**config.mk**
```make
export PLATFORM = sky130hd
export DESIGN_NAME = ipf_top
export DESIGN_NICKNAME = d
export VERILOG_FILES = /design/src/hdl/ipf_geom_pkg.sv /design/src/hdl/ipf_filter_pkg.sv /design/src/hdl/lcu_scan_if.sv /design/src/hdl/ipf_top.sv /design/src/hdl/lcu_walker.sv /design/src/hdl/pixel_filter.sv /design/src/hdl/band_offset.sv
export SDC_FILE = /design/constraint.sdc
export NUM_CORES = 1
export LEC_CHECK = 0
export BUFFER_PORTS_ARGS = -buffer_cell sky130_fd_sc_hd__buf_2
export CAP_MARGIN = 15
export CORE_ASPECT_RATIO = 2
export CORE_MARGIN = 2
export CORE_UTILIZATION = 54
export DETAILED_ROUTE_END_ITERATION = 7
export PLACE_DENSITY = 0.77
export SYNTH_ARGS = -nofsm -noshare
export SYNTH_HDL_FRONTEND = slang
export SYNTH_SLANG_ARGS = --single-unit
```
**constraint.sdc**
```tcl
create_clock -name clk -period 5 [get_ports clk]
set_input_delay 1 -clock clk [delete_from_list [all_inputs] [get_ports clk]]
set_output_delay 1 -clock clk [all_outputs]
set_load 0.1 [all_outputs]
```
**src/hdl/ipf_geom_pkg.sv**
```systemverilog
package ipf_geom_pkg;

    // one luma sample
    typedef logic [7:0] pixel_t;

    // frame address, 128 x 128 samples
    typedef logic [13:0] addr_t;

    // row or column inside an LCU, up to 63
    typedef logic [6:0] coord_t;

    // LCU index along x or y
    typedef logic [2:0] lcu_pos_t;

    // 0 -> 16, 1 -> 32, 2 -> 64
    typedef logic [1:0] lcu_size_t;

    localparam int FRAME_W_LOG = 7;    // frame is 128 wide
    localparam int LCU_BASE = 16;      // side at size code 0
    localparam int LCU_LAST_IDX = 7;   // last LCU index at size code 0

endpackage
```
**src/hdl/ipf_filter_pkg.sv**
```systemverilog
package ipf_filter_pkg;

    // per-LCU filter mode, as driven on ipf_type
    typedef enum logic [1:0] {
        IPF_OFF  = 2'd0,
        IPF_BAND = 2'd1,
        IPF_EDGE = 2'd2
    } ipf_mode_e;

    // horizontal edge class of the centre pixel
    typedef enum logic [2:0] {
        EDGE_VALLEY,
        EDGE_CONCAVE,
        EDGE_CONVEX,
        EDGE_PEAK,
        EDGE_FLAT
    } edge_cat_e;

    // off0 sits in bits 15:12
    typedef struct packed {
        logic signed [3:0] off0;
        logic signed [3:0] off1;
        logic signed [3:0] off2;
        logic signed [3:0] off3;
    } offset_set_t;

    typedef logic [4:0] band_t;   // pixel[7:3]

    // pixel plus 4-bit signed offset, clipped to 0..255
    function automatic ipf_geom_pkg::pixel_t sat_offset(
        input ipf_geom_pkg::pixel_t pix,
        input logic signed [3:0] off
    );
        logic [9:0] sum;
        sum = {2'b00, pix} + {{6{off[3]}}, off};
        if (sum[9])
            return 8'd0;     // went below zero
        else if (sum[8])
            return 8'd255;   // overflow past 255
        else
            return sum[7:0];
    endfunction

endpackage

```
**src/hdl/lcu_scan_if.sv**
```systemverilog
interface lcu_scan_if;

    logic accept;      // input pixel taken this cycle
    logic emit;        // output pixel produced this cycle
    logic first_col;   // pixel now at the input is in column 0
    logic last_col;    // pixel now at the input is in the last column

    modport filter (
        output accept,
        output emit,
        input  first_col,
        input  last_col
    );

    modport walker (
        input  accept,
        input  emit,
        output first_col,
        output last_col
    );

endinterface

```
**src/hdl/ipf_top.sv**
```systemverilog
module ipf_top (
    input  logic                         clk,
    input  logic                         reset,
    input  logic                         in_en,
    input  ipf_geom_pkg::pixel_t         din,
    input  ipf_filter_pkg::ipf_mode_e    ipf_type,
    input  ipf_filter_pkg::band_t        ipf_band_pos,
    input  ipf_filter_pkg::offset_set_t  ipf_offset,
    input  ipf_geom_pkg::lcu_pos_t       lcu_x,
    input  ipf_geom_pkg::lcu_pos_t       lcu_y,
    input  ipf_geom_pkg::lcu_size_t      lcu_size,
    output logic                         busy,
    output logic                         out_en,
    output ipf_geom_pkg::pixel_t         dout,
    output ipf_geom_pkg::addr_t          dout_addr,
    output logic                         finish
);

    lcu_scan_if scan ();

    // pixel datapath, decides accept and emit
    pixel_filter u_filter (
        .clk          (clk),
        .reset        (reset),
        .in_en        (in_en),
        .din          (din),
        .ipf_type     (ipf_type),
        .ipf_band_pos (ipf_band_pos),
        .ipf_offset   (ipf_offset),
        .scan         (scan.filter),
        .busy         (busy),
        .out_en       (out_en),
        .dout         (dout)
    );

    // position tracking and addresses
    lcu_walker u_walker (
        .clk       (clk),
        .reset     (reset),
        .lcu_x     (lcu_x),
        .lcu_y     (lcu_y),
        .lcu_size  (lcu_size),
        .scan      (scan.walker),
        .dout_addr (dout_addr),
        .finish    (finish)
    );

endmodule

```
**src/hdl/lcu_walker.sv**
```systemverilog
module lcu_walker (
    input  logic                     clk,
    input  logic                     reset,
    input  ipf_geom_pkg::lcu_pos_t   lcu_x,
    input  ipf_geom_pkg::lcu_pos_t   lcu_y,
    input  ipf_geom_pkg::lcu_size_t  lcu_size,
    lcu_scan_if.walker               scan,
    output ipf_geom_pkg::addr_t      dout_addr,
    output logic                     finish
);

    localparam int BASE_LOG = $clog2(ipf_geom_pkg::LCU_BASE);

    typedef enum logic {
        SCAN_RUN,
        SCAN_DONE
    } scan_state_e;

    scan_state_e state_q;

    ipf_geom_pkg::lcu_pos_t  x_q, y_q, cur_x, cur_y;
    ipf_geom_pkg::lcu_size_t size_q, cur_size;
    ipf_geom_pkg::coord_t    in_col_q, out_row_q, out_col_q, last_idx;
    ipf_geom_pkg::addr_t     row_abs, col_abs;
    logic                    last_lcu, lcu_end;

    // a new LCU shows up on the live inputs before the latch catches it
    assign cur_x    = scan.accept ? lcu_x : x_q;
    assign cur_y    = scan.accept ? lcu_y : y_q;
    assign cur_size = scan.accept ? lcu_size : size_q;

    assign last_idx = (ipf_geom_pkg::coord_t'(ipf_geom_pkg::LCU_BASE) << cur_size) - 1'b1;

    assign scan.first_col = (in_col_q == '0);
    assign scan.last_col  = (in_col_q == last_idx);

    assign last_lcu =
        (cur_x == ipf_geom_pkg::lcu_pos_t'(ipf_geom_pkg::LCU_LAST_IDX >> cur_size)) &&
        (cur_y == ipf_geom_pkg::lcu_pos_t'(ipf_geom_pkg::LCU_LAST_IDX >> cur_size));
    assign lcu_end = (out_col_q == last_idx) && (out_row_q == last_idx);

    // absolute row and column in the frame, LCU origin by shifts
    assign row_abs = (ipf_geom_pkg::addr_t'(cur_y) << (BASE_LOG + cur_size))
                   + ipf_geom_pkg::addr_t'(out_row_q);
    assign col_abs = (ipf_geom_pkg::addr_t'(cur_x) << (BASE_LOG + cur_size))
                   + ipf_geom_pkg::addr_t'(out_col_q);

    always_ff @(posedge clk or posedge reset) begin
        if (reset) begin
            state_q   <= SCAN_RUN;
            x_q       <= '0;
            y_q       <= '0;
            size_q    <= '0;
            in_col_q  <= '0;
            out_row_q <= '0;
            out_col_q <= '0;
        end else begin
            if (scan.accept) begin
                x_q    <= lcu_x;
                y_q    <= lcu_y;
                size_q <= lcu_size;
                if (scan.last_col)
                    in_col_q <= '0;
                else
                    in_col_q <= in_col_q + 1'b1;
            end
            if (scan.emit) begin
                if (out_col_q == last_idx) begin
                    out_col_q <= '0;
                    if (out_row_q == last_idx)
                        out_row_q <= '0;   // next LCU
                    else
                        out_row_q <= out_row_q + 1'b1;
                end else begin
                    out_col_q <= out_col_q + 1'b1;
                end
                if (lcu_end && last_lcu)
                    state_q <= SCAN_DONE;  // sticky until reset
            end
        end
    end

    // address rides along with its pixel
    always_ff @(posedge clk) begin
        if (scan.emit)
            dout_addr <= (row_abs << ipf_geom_pkg::FRAME_W_LOG) + col_abs;
    end

    assign finish = (state_q == SCAN_DONE);

endmodule

```
**src/hdl/pixel_filter.sv**
```systemverilog
module pixel_filter (
    input  logic                         clk,
    input  logic                         reset,
    input  logic                         in_en,
    input  ipf_geom_pkg::pixel_t         din,
    input  ipf_filter_pkg::ipf_mode_e    ipf_type,
    input  ipf_filter_pkg::band_t        ipf_band_pos,
    input  ipf_filter_pkg::offset_set_t  ipf_offset,
    lcu_scan_if.filter                   scan,
    output logic                         busy,
    output logic                         out_en,
    output ipf_geom_pkg::pixel_t         dout
);

    ipf_filter_pkg::ipf_mode_e   mode_q, cur_mode;
    ipf_filter_pkg::offset_set_t off_q, cur_off;
    ipf_filter_pkg::band_t       band_pos_q, cur_band_pos;
    ipf_filter_pkg::edge_cat_e   cat;

    ipf_geom_pkg::pixel_t left_q, centre_q, band_pix, edge_pix, next_dout;
    logic                 centre_first_q, flush_q, accept, emit, border;
    logic [8:0]           side_sum, centre_x2;
    logic signed [3:0]    edge_off;

    assign accept = in_en;   // never driven while busy

    // live settings on accept, latched ones during the flush
    assign cur_mode     = accept ? ipf_type : mode_q;
    assign cur_off      = accept ? ipf_offset : off_q;
    assign cur_band_pos = accept ? ipf_band_pos : band_pos_q;

    // edge mode holds the centre until its right neighbour arrives
    assign emit = (accept && (cur_mode != ipf_filter_pkg::IPF_EDGE || !scan.first_col))
               || flush_q;

    band_offset u_band (
        .pixel    (din),
        .band_pos (cur_band_pos),
        .offsets  (cur_off),
        .result   (band_pix)
    );

    always_comb begin
        side_sum  = {1'b0, left_q} + {1'b0, din};
        centre_x2 = {centre_q, 1'b0};
        border    = centre_first_q || flush_q;   // first or last column

        if (border)
            cat = ipf_filter_pkg::EDGE_FLAT;
        else if (centre_q < left_q && centre_q < din)
            cat = ipf_filter_pkg::EDGE_VALLEY;
        else if (centre_q > left_q && centre_q > din)
            cat = ipf_filter_pkg::EDGE_PEAK;
        else if (centre_x2 < side_sum)
            cat = ipf_filter_pkg::EDGE_CONCAVE;
        else if (centre_x2 > side_sum)
            cat = ipf_filter_pkg::EDGE_CONVEX;
        else
            cat = ipf_filter_pkg::EDGE_FLAT;

        case (cat)
            ipf_filter_pkg::EDGE_VALLEY:  edge_off = cur_off.off0;
            ipf_filter_pkg::EDGE_CONCAVE: edge_off = cur_off.off1;
            ipf_filter_pkg::EDGE_CONVEX:  edge_off = cur_off.off2;
            ipf_filter_pkg::EDGE_PEAK:    edge_off = cur_off.off3;
            default:                      edge_off = 4'sd0;
        endcase

        if (cat == ipf_filter_pkg::EDGE_FLAT)
            edge_pix = centre_q;
        else
            edge_pix = ipf_filter_pkg::sat_offset(centre_q, edge_off);

        case (cur_mode)
            ipf_filter_pkg::IPF_BAND: next_dout = band_pix;
            ipf_filter_pkg::IPF_EDGE: next_dout = edge_pix;
            default:                  next_dout = din;
        endcase
    end

    always_ff @(posedge clk or posedge reset) begin
        if (reset) begin
            mode_q         <= ipf_filter_pkg::IPF_OFF;
            centre_first_q <= 1'b0;
            flush_q        <= 1'b0;
            out_en         <= 1'b0;
        end else begin
            out_en  <= emit;
            // one flush cycle after a last column in edge mode
            flush_q <= accept && cur_mode == ipf_filter_pkg::IPF_EDGE && scan.last_col;
            if (accept) begin
                mode_q <= ipf_type;
                if (ipf_type == ipf_filter_pkg::IPF_EDGE)
                    centre_first_q <= scan.first_col;
            end
        end
    end

    always_ff @(posedge clk) begin
        if (accept) begin
            off_q      <= ipf_offset;
            band_pos_q <= ipf_band_pos;
            if (ipf_type == ipf_filter_pkg::IPF_EDGE) begin
                left_q   <= centre_q;   // shift window
                centre_q <= din;
            end
        end
        if (emit)
            dout <= next_dout;
    end

    assign busy        = flush_q;
    assign scan.accept = accept;
    assign scan.emit   = emit;

endmodule

```
**src/hdl/band_offset.sv**
```systemverilog
module band_offset (
    input  ipf_geom_pkg::pixel_t         pixel,
    input  ipf_filter_pkg::band_t        band_pos,
    input  ipf_filter_pkg::offset_set_t  offsets,
    output ipf_geom_pkg::pixel_t         result
);

    ipf_filter_pkg::band_t band;
    logic                  near_pos;
    logic signed [3:0]     off;

    assign band = pixel[7:3];

    // within one band of band_pos, 6 bits so the ends do not wrap
    assign near_pos = ({1'b0, band} + 6'd1 >= {1'b0, band_pos}) &&
                      ({1'b0, band} <= {1'b0, band_pos} + 6'd1);

    always_comb begin
        case (band[1:0])   // band index mod 4
            2'd0:    off = offsets.off0;
            2'd1:    off = offsets.off1;
            2'd2:    off = offsets.off2;
            default: off = offsets.off3;
        endcase
    end

    assign result = near_pos ? pixel : ipf_filter_pkg::sat_offset(pixel, off);

endmodule

```
[After elaboration in Yosys (flattened, before gate mapping)]
Index checks and enable logic that the tools add are counted.
Word-level totals
  bits in registers: 94
  latch bits: 0
  memory bits (writable): 0
  ROM bits: 0
  bits of input ports: 42
  output and inout port bits: 25
  logic and storage cells: 102
  memories kept: 0
Operators by class
  add/sub/neg operators: 13
  multipliers: 0
  div/mod/pow operators: 0
  order comparisons: 8
  eq/ne operators: 15
  shift-type cells: 4
  mux-type cells: 23
  bitwise operators: 0
  reductions and logical operators: 19
Operators by type and width (number)
  2-to-1 mux 8 bit: 6
  << shifter 3 x 32 -> 14 bit: 1
  << shifter 3 x 32 -> 7 bit: 1
  adder 7 x 1 -> 7 bit (second input constant): 3
  equality test 7 bit: 3
  2-to-1 mux 3 bit: 7
  2-to-1 mux 7 bit: 3
  adder 9 x 4 -> 10 bit: 2
  greater-than comparator 8 bit: 2
  less-than comparator 8 bit: 2
  2-to-1 mux 16 bit: 1
  one-hot mux 4 bit (4 select lines): 1
  one-hot mux 8 bit (2 select lines): 1
  adder 14 bit: 1
  adder 14 x 7 -> 14 bit: 1
  adder 5 x 1 -> 6 bit (second input constant): 2
  one-hot mux 4 bit (3 select lines): 1
  adder 8 x 8 -> 9 bit: 1
  greater-than comparator 9 bit: 1
  logical AND 1 bit: 9
  less-than comparator 9 bit: 1
  adder 7 bit: 1
  zero test 7 bit: 1
  << shifter 5 x 2 -> 7 bit (first input constant): 1
  other kinds (19): 29

[Longest topological paths before layout]
  depth after elaboration: 14
  mapped depth: 27
  depth with buffers taken out: 27

[Cells and area by module]
A second synthesis with hierarchy kept.
Second synthesis, totals
  cells, all modules: 717
  area, all modules: 7028.0 sq um
By module, submodules not included
  pixel_filter: instances 1, cells an instance 322, area an instance 3304.4 sq um, sequential area each 1266.2 sq um
  lcu_walker: instances 1, cells an instance 236, area an instance 2524.9 sq um, sequential area each 1171.1 sq um
  band_offset: instances 1, cells an instance 159, area an instance 1198.6 sq um, sequential area each 0.0 sq um

[Worst setup path after synthesis]
OpenSTA, ideal clock, no wires.
  path kind: input to register
  start point: input port din[0]
  end point: register u_filter.dout[7] (data pin)
  library setup time: 167 ps
  data arrival time: 5642 ps
  required time: 4833 ps
  path slack: -809 ps
  stages: 27
  buffers on the path: 0
  cells stage by stage: ha_1 > inv_1 > fa_1 > inv_1 > a21oi_1 > o21ai_0 > a21oi_1 > o21bai_1 > a21o_1 > a21oi_1 > ha_1 > a21oi_1 > o21ai_0 > a21oi_1 > mux2i_1 > o21ai_0 > ha_1 > fa_1 > a21o_1 > a21oi_1 > nor2b_1 > o31a_1 > o21bai_1 > nand3_1 > mux2_2 > o311a_1 > a221oi_2
Between the ends
  cells in the longest elaborated chain, start to end: 14
  elaborated cells between the ends (all ways): 27
  classes of those cells: add/sub (3); order compare (4); eq/ne (4); mux (13); reduce/logical (3)
RTL lines
  start: declaration: line ipf_top.sv:5  | input ipf_geom_pkg::pixel_t din,
  adder 8 x 8 -> 9 bit: line pixel_filter.sv:44  | side_sum = {1'b0, left_q} + {1'b0, din};
  greater-than comparator 9 bit: line pixel_filter.sv:56  | else if (centre_x2 > side_sum)
  2-to-1 mux 3 bit: line pixel_filter.sv:56
  2-to-1 mux 3 bit: line pixel_filter.sv:54  | else if (centre_x2 < side_sum)
  2-to-1 mux 3 bit: line pixel_filter.sv:52  | else if (centre_q > left_q && centre_q > din)
  2-to-1 mux 3 bit: line pixel_filter.sv:50  | else if (centre_q < left_q && centre_q < din)
  2-to-1 mux 3 bit: line pixel_filter.sv:48  | if (border)
  equality test 3 x 2 -> 1 bit, or another cell as far along: line pixel_filter.sv:61  | case (cat)
  one-hot mux 4 bit (4 select lines): line pixel_filter.sv:61
  adder 9 x 4 -> 10 bit: line ipf_filter_pkg.sv:35  | sum = {2'b00, pix} + {{6{off[3]}}, off};
  2-to-1 mux 8 bit: line ipf_filter_pkg.sv:38  | else if (sum[8])
  2-to-1 mux 8 bit: line ipf_filter_pkg.sv:36  | if (sum[9])
  2-to-1 mux 8 bit: line pixel_filter.sv:69  | if (cat == ipf_filter_pkg::EDGE_FLAT)
  one-hot mux 8 bit (2 select lines) (*): line pixel_filter.sv:74  | case (cur_mode)
  net u_filter.next_dout[7]: line pixel_filter.sv:20  | ipf_geom_pkg::pixel_t left_q, centre_q, band_pix, edge_pix, next_dout;
  end signal: assignment: line pixel_filter.sv:109  | dout <= next_dout;
  end: declaration: line pixel_filter.sv:12  | output ipf_geom_pkg::pixel_t dout
The timed path passes the listed nets; every way through them passes the cells marked *.
A chain may end at the register's enable or synchronous reset.

[Worst setup path after layout]
  start point: input port din[0]
  end point: register u_filter.dout[4] (data pin)
Same word-level chain as after synthesis.

==> impl_metrics.json <==
{
  "cp_common_cell": "a21oi_2",
  "crit_family": "compound AO/OA/AOI/OAI gates",
  "drt_iter0_drc": 349,
  "coreArea_sq_um": 12100,
  "die_w_um": 82.1,
  "clk_pin_slew_worst_paths_ns": 0.07,
  "cts_hold_buf": 0,
  "synth_area_sq_um": 6590,
  "place_ws_ns": -0.912,
  "hold_path_class": "reg2reg",
  "rsz0062_at_grt": "yes",
  "power_density_nw_per_um2": 427,
  "row_count": 57,
  "synth_enable_flop_cells": 38,
  "max_stage_delay_ns": 0.36,
  "synth_seq_cells": 94,
  "pwr-share-comb": 0.485,
  "p_int_mw": 1.99,
  "synth_seq_area_share": 0.370,
  "die_h_um": 160,
  "routed_wl_um": 19500,
  "wl_met3_um": 866,
  "antenna_left": 0,
  "wl_per_cell_um": 20.5,
  "crit_path_start_kind": "input pin",
  "endpoint_kind": "flop",
  "cts_buffer_depth": 2,
  "clock_skew_ns": 0.0116,
  "synth_nets": 790,
  "ys.flop_type": "edfxtp_1",
  "viasPerCell": 6.14,
  "clockPowerShare": 0.208,
  "cp_num_buf_inv": 3,
  "power.total_mw": 3.47,
  "fin_crit_ns": 5.43,
  "cts_made_buffers": 9,
  "top_layer": "met4",
  "period_share": 1.09,
  "synth_cells": 665,
  "final_layout_size_suffix_gt1_frac": 0.283,
  "start_util": 0.546,
  "gp_congestion": 0.914,
  "swShare": 0.427,
  "grt_max_degree": 36,
  "worstMarginPinSlew_ns": 0.982,
  "grt_antenna_before_repair": 0,
  "ir_drop_mv": 0.255,
  "synthToLayoutAreaGrowth_pct": 23.4,
  "hpwl_um": 14900,
  "drc": 0,
  "die-area_sq_um": 13100,
  "syn_area_per_cell_sq_um": 9.90,
  "final_cell_mix": "ha_1 (72), buf_2 (65), buf_4 (65)",
  "worstPathArrival_ns": 5.53,
  "dr_total_vias": 5844,
  "synth_cell_types": 75,
  "power_leakage_nw": 3.71,
  "fin_setup_tns_ns": -2.91,
  "crit_required_ns": 5.09,
  "final_max_slew_viol_count": 0,
  "finalWorstSetupSlack_ns": -0.433,
  "fmax_mhz": 184,
  "setup_viol": 8,
  "synth_top_area_share": 0.173,
  "htree_levels": 3,
  "slew_headroom": 0.345,
  "power_frac_seq": 0.307,
  "layout.nets": 925,
  "cts_tree": "yes",
  "p_switching_mw": 1.48,
  "wl_met1_um": 6090,
  "grt_pass1_vias": 6185,
  "dr_wl_met2_um": 10700,
  "ys_top_cells_by_area": "edfxtp_1 (17%), ha_1 (15%), dfrtp_1 (13%), dfxtp_1 (6.4%), a21oi_1 (3.6%)",
  "clock_sinks": 94,
  "synth_async_sr_flop_share": 0.372,
  "n_antenna_cell": 0,
  "status": "finished, violations left",
  "ioPinCount": 67,
  "final_common_cell": "ha_1",
  "crit_path_max_fanout": 8,
  "io_buffer_count": 66,
  "drtPass1Iterations": 5,
  "critPathKind": "in2reg",
  "yosysWarnings": 0,
  "clkLatencyLatePin_ns": 0.35,
  "violations": "setup timing",
  "grt_usage": 0.304,
  "grt_first_pass_wirelength_um": 29900,
  "finalHoldViolCount": 0,
  "yosys.area.top_type": "edfxtp_1",
  "grt-ovfl-total": 0,
  "crit_slowest_cell": "fa_2",
  "cts_root_buf": "clkbuf_16",
  "maxCapViolations": 0
}
## kinds of logic after synthesis
group | share of synthesized area
buffers and inverters | 0.0382
adder cells (fa/ha/maj) | 0.163
AO/OA/AOI/OAI | 0.181
multiplexers | 0.0574
XOR/XNOR | 0.0608
AND/OR/NAND/NOR | 0.129
flip-flops | 0.370
## synth_stat cells, types with 7 or more instances
| cell | n |
|---|---|
| o21bai_1 | 12 |
| mux2_2 | 18 |
| nand2_1 | 50 |
| nor2b_1 | 12 |
| a21oi_1 | 47 |
| xor2_1 | 16 |
| o21ai_0 | 35 |
| mux2i_1 | 16 |
| nor3_1 | 7 |
| nor2_1 | 39 |
| edfxtp_1 | 38 |
| ha_1 | 78 |
| a21o_1 | 8 |
| dfrtp_1 | 35 |
| inv_1 | 53 |
| xnor2_1 | 26 |
| dfxtp_1 | 21 |
| nand3_1 | 25 |
## repair_timing
item	in CTS	in global routing
pin swaps	24	28
setup endpoints to repair	8	8
buffers inserted	9	5
gates resized for setup	19	20
## area by class of cell
cell class,instances,area [sq um]
Tap cell,147,184
Multi-Input combinational cell,507,4120
Fill cell,918,3930
Clock inverter,7,91.3
Clock buffer,9,225
Inverter,54,203
Timing Repair Buffer,134,862
Sequential cell,94,2440
## stage by stage
stage / utilization / instance area, sq um / hold slack, ns / instances
finish: 0.674 / 8130 / 0.502 / 952
global route: 0.674 / 8130 / 0.515 / 952
CTS: 0.663 / 7990 / 0.509 / 947
detailed placement: 0.623 / 7510 / 0.488 / 922
global placement: 0.623 / 7510 / 0.445 / 922
floorplan: - / 6640 / 0.463 / 665
## power groups by stage
| stage | clock, mW | sequential [mW] | combinational, mW |
|---|---|---|---|
| after floorplan | 0 | 1.39 | 0.764 |
| after global placement | 0 | 1.07 | 1.47 |
| after detailed placement | 0 | 1.08 | 1.52 |
| after CTS | 0.730 | 1.06 | 1.60 |
| after global routing | 0.760 | 1.08 | 1.78 |
| final | 0.722 | 1.06 | 1.68 |
## path summary, 6_finish.rpt
check | start | to | slack [ns] | cells after the start
hold reg to reg | u_walker.finish | u_walker.finish | 0.50 | 1
setup / recovery | din[0] | u_filter.dout[4] | -0.43 | 28
hold / removal | u_walker.finish | u_walker.finish | 0.50 | 1
min in group asynchronous | reset | u_filter.out_en | 0.74 | 3
max in group asynchronous | reset | u_walker.out_col_q[2] | 3.91 | 3
setup reg to reg | u_filter.left_q[0] | u_filter.dout[4] | -0.17 | 27
## metal layers
| layer | vias to the layer above | track usage |
|---|---|---|
| li1 | 2704 | - |
| met1 | 2792 | 0.269 |
| met2 | 226 | 0.548 |
| met3 | 122 | 0.0605 |
| met4 | 0 | 0.257 |
| met5 | - | 0 |
## state kept, by name, indices dropped and copies added, names as in the netlist
signal / flops
u_walker.out_col_q: 7
u_filter.off_q: 16
u_filter.band_pos_q: 5
u_walker.finish: 1
u_walker.x_q: 3
u_filter.mode_q: 2
u_filter.left_q: 8
u_filter.centre_first_q: 1
u_walker.y_q: 3
u_filter.busy: 1
u_filter.dout: 8
u_walker.in_col_q: 7
u_walker.out_row_q: 7
u_walker.dout_addr: 14
u_walker.size_q: 2
u_filter.out_en: 1
u_filter.centre_q: 8
Note: power is estimated with default switching activity, not from simulation.
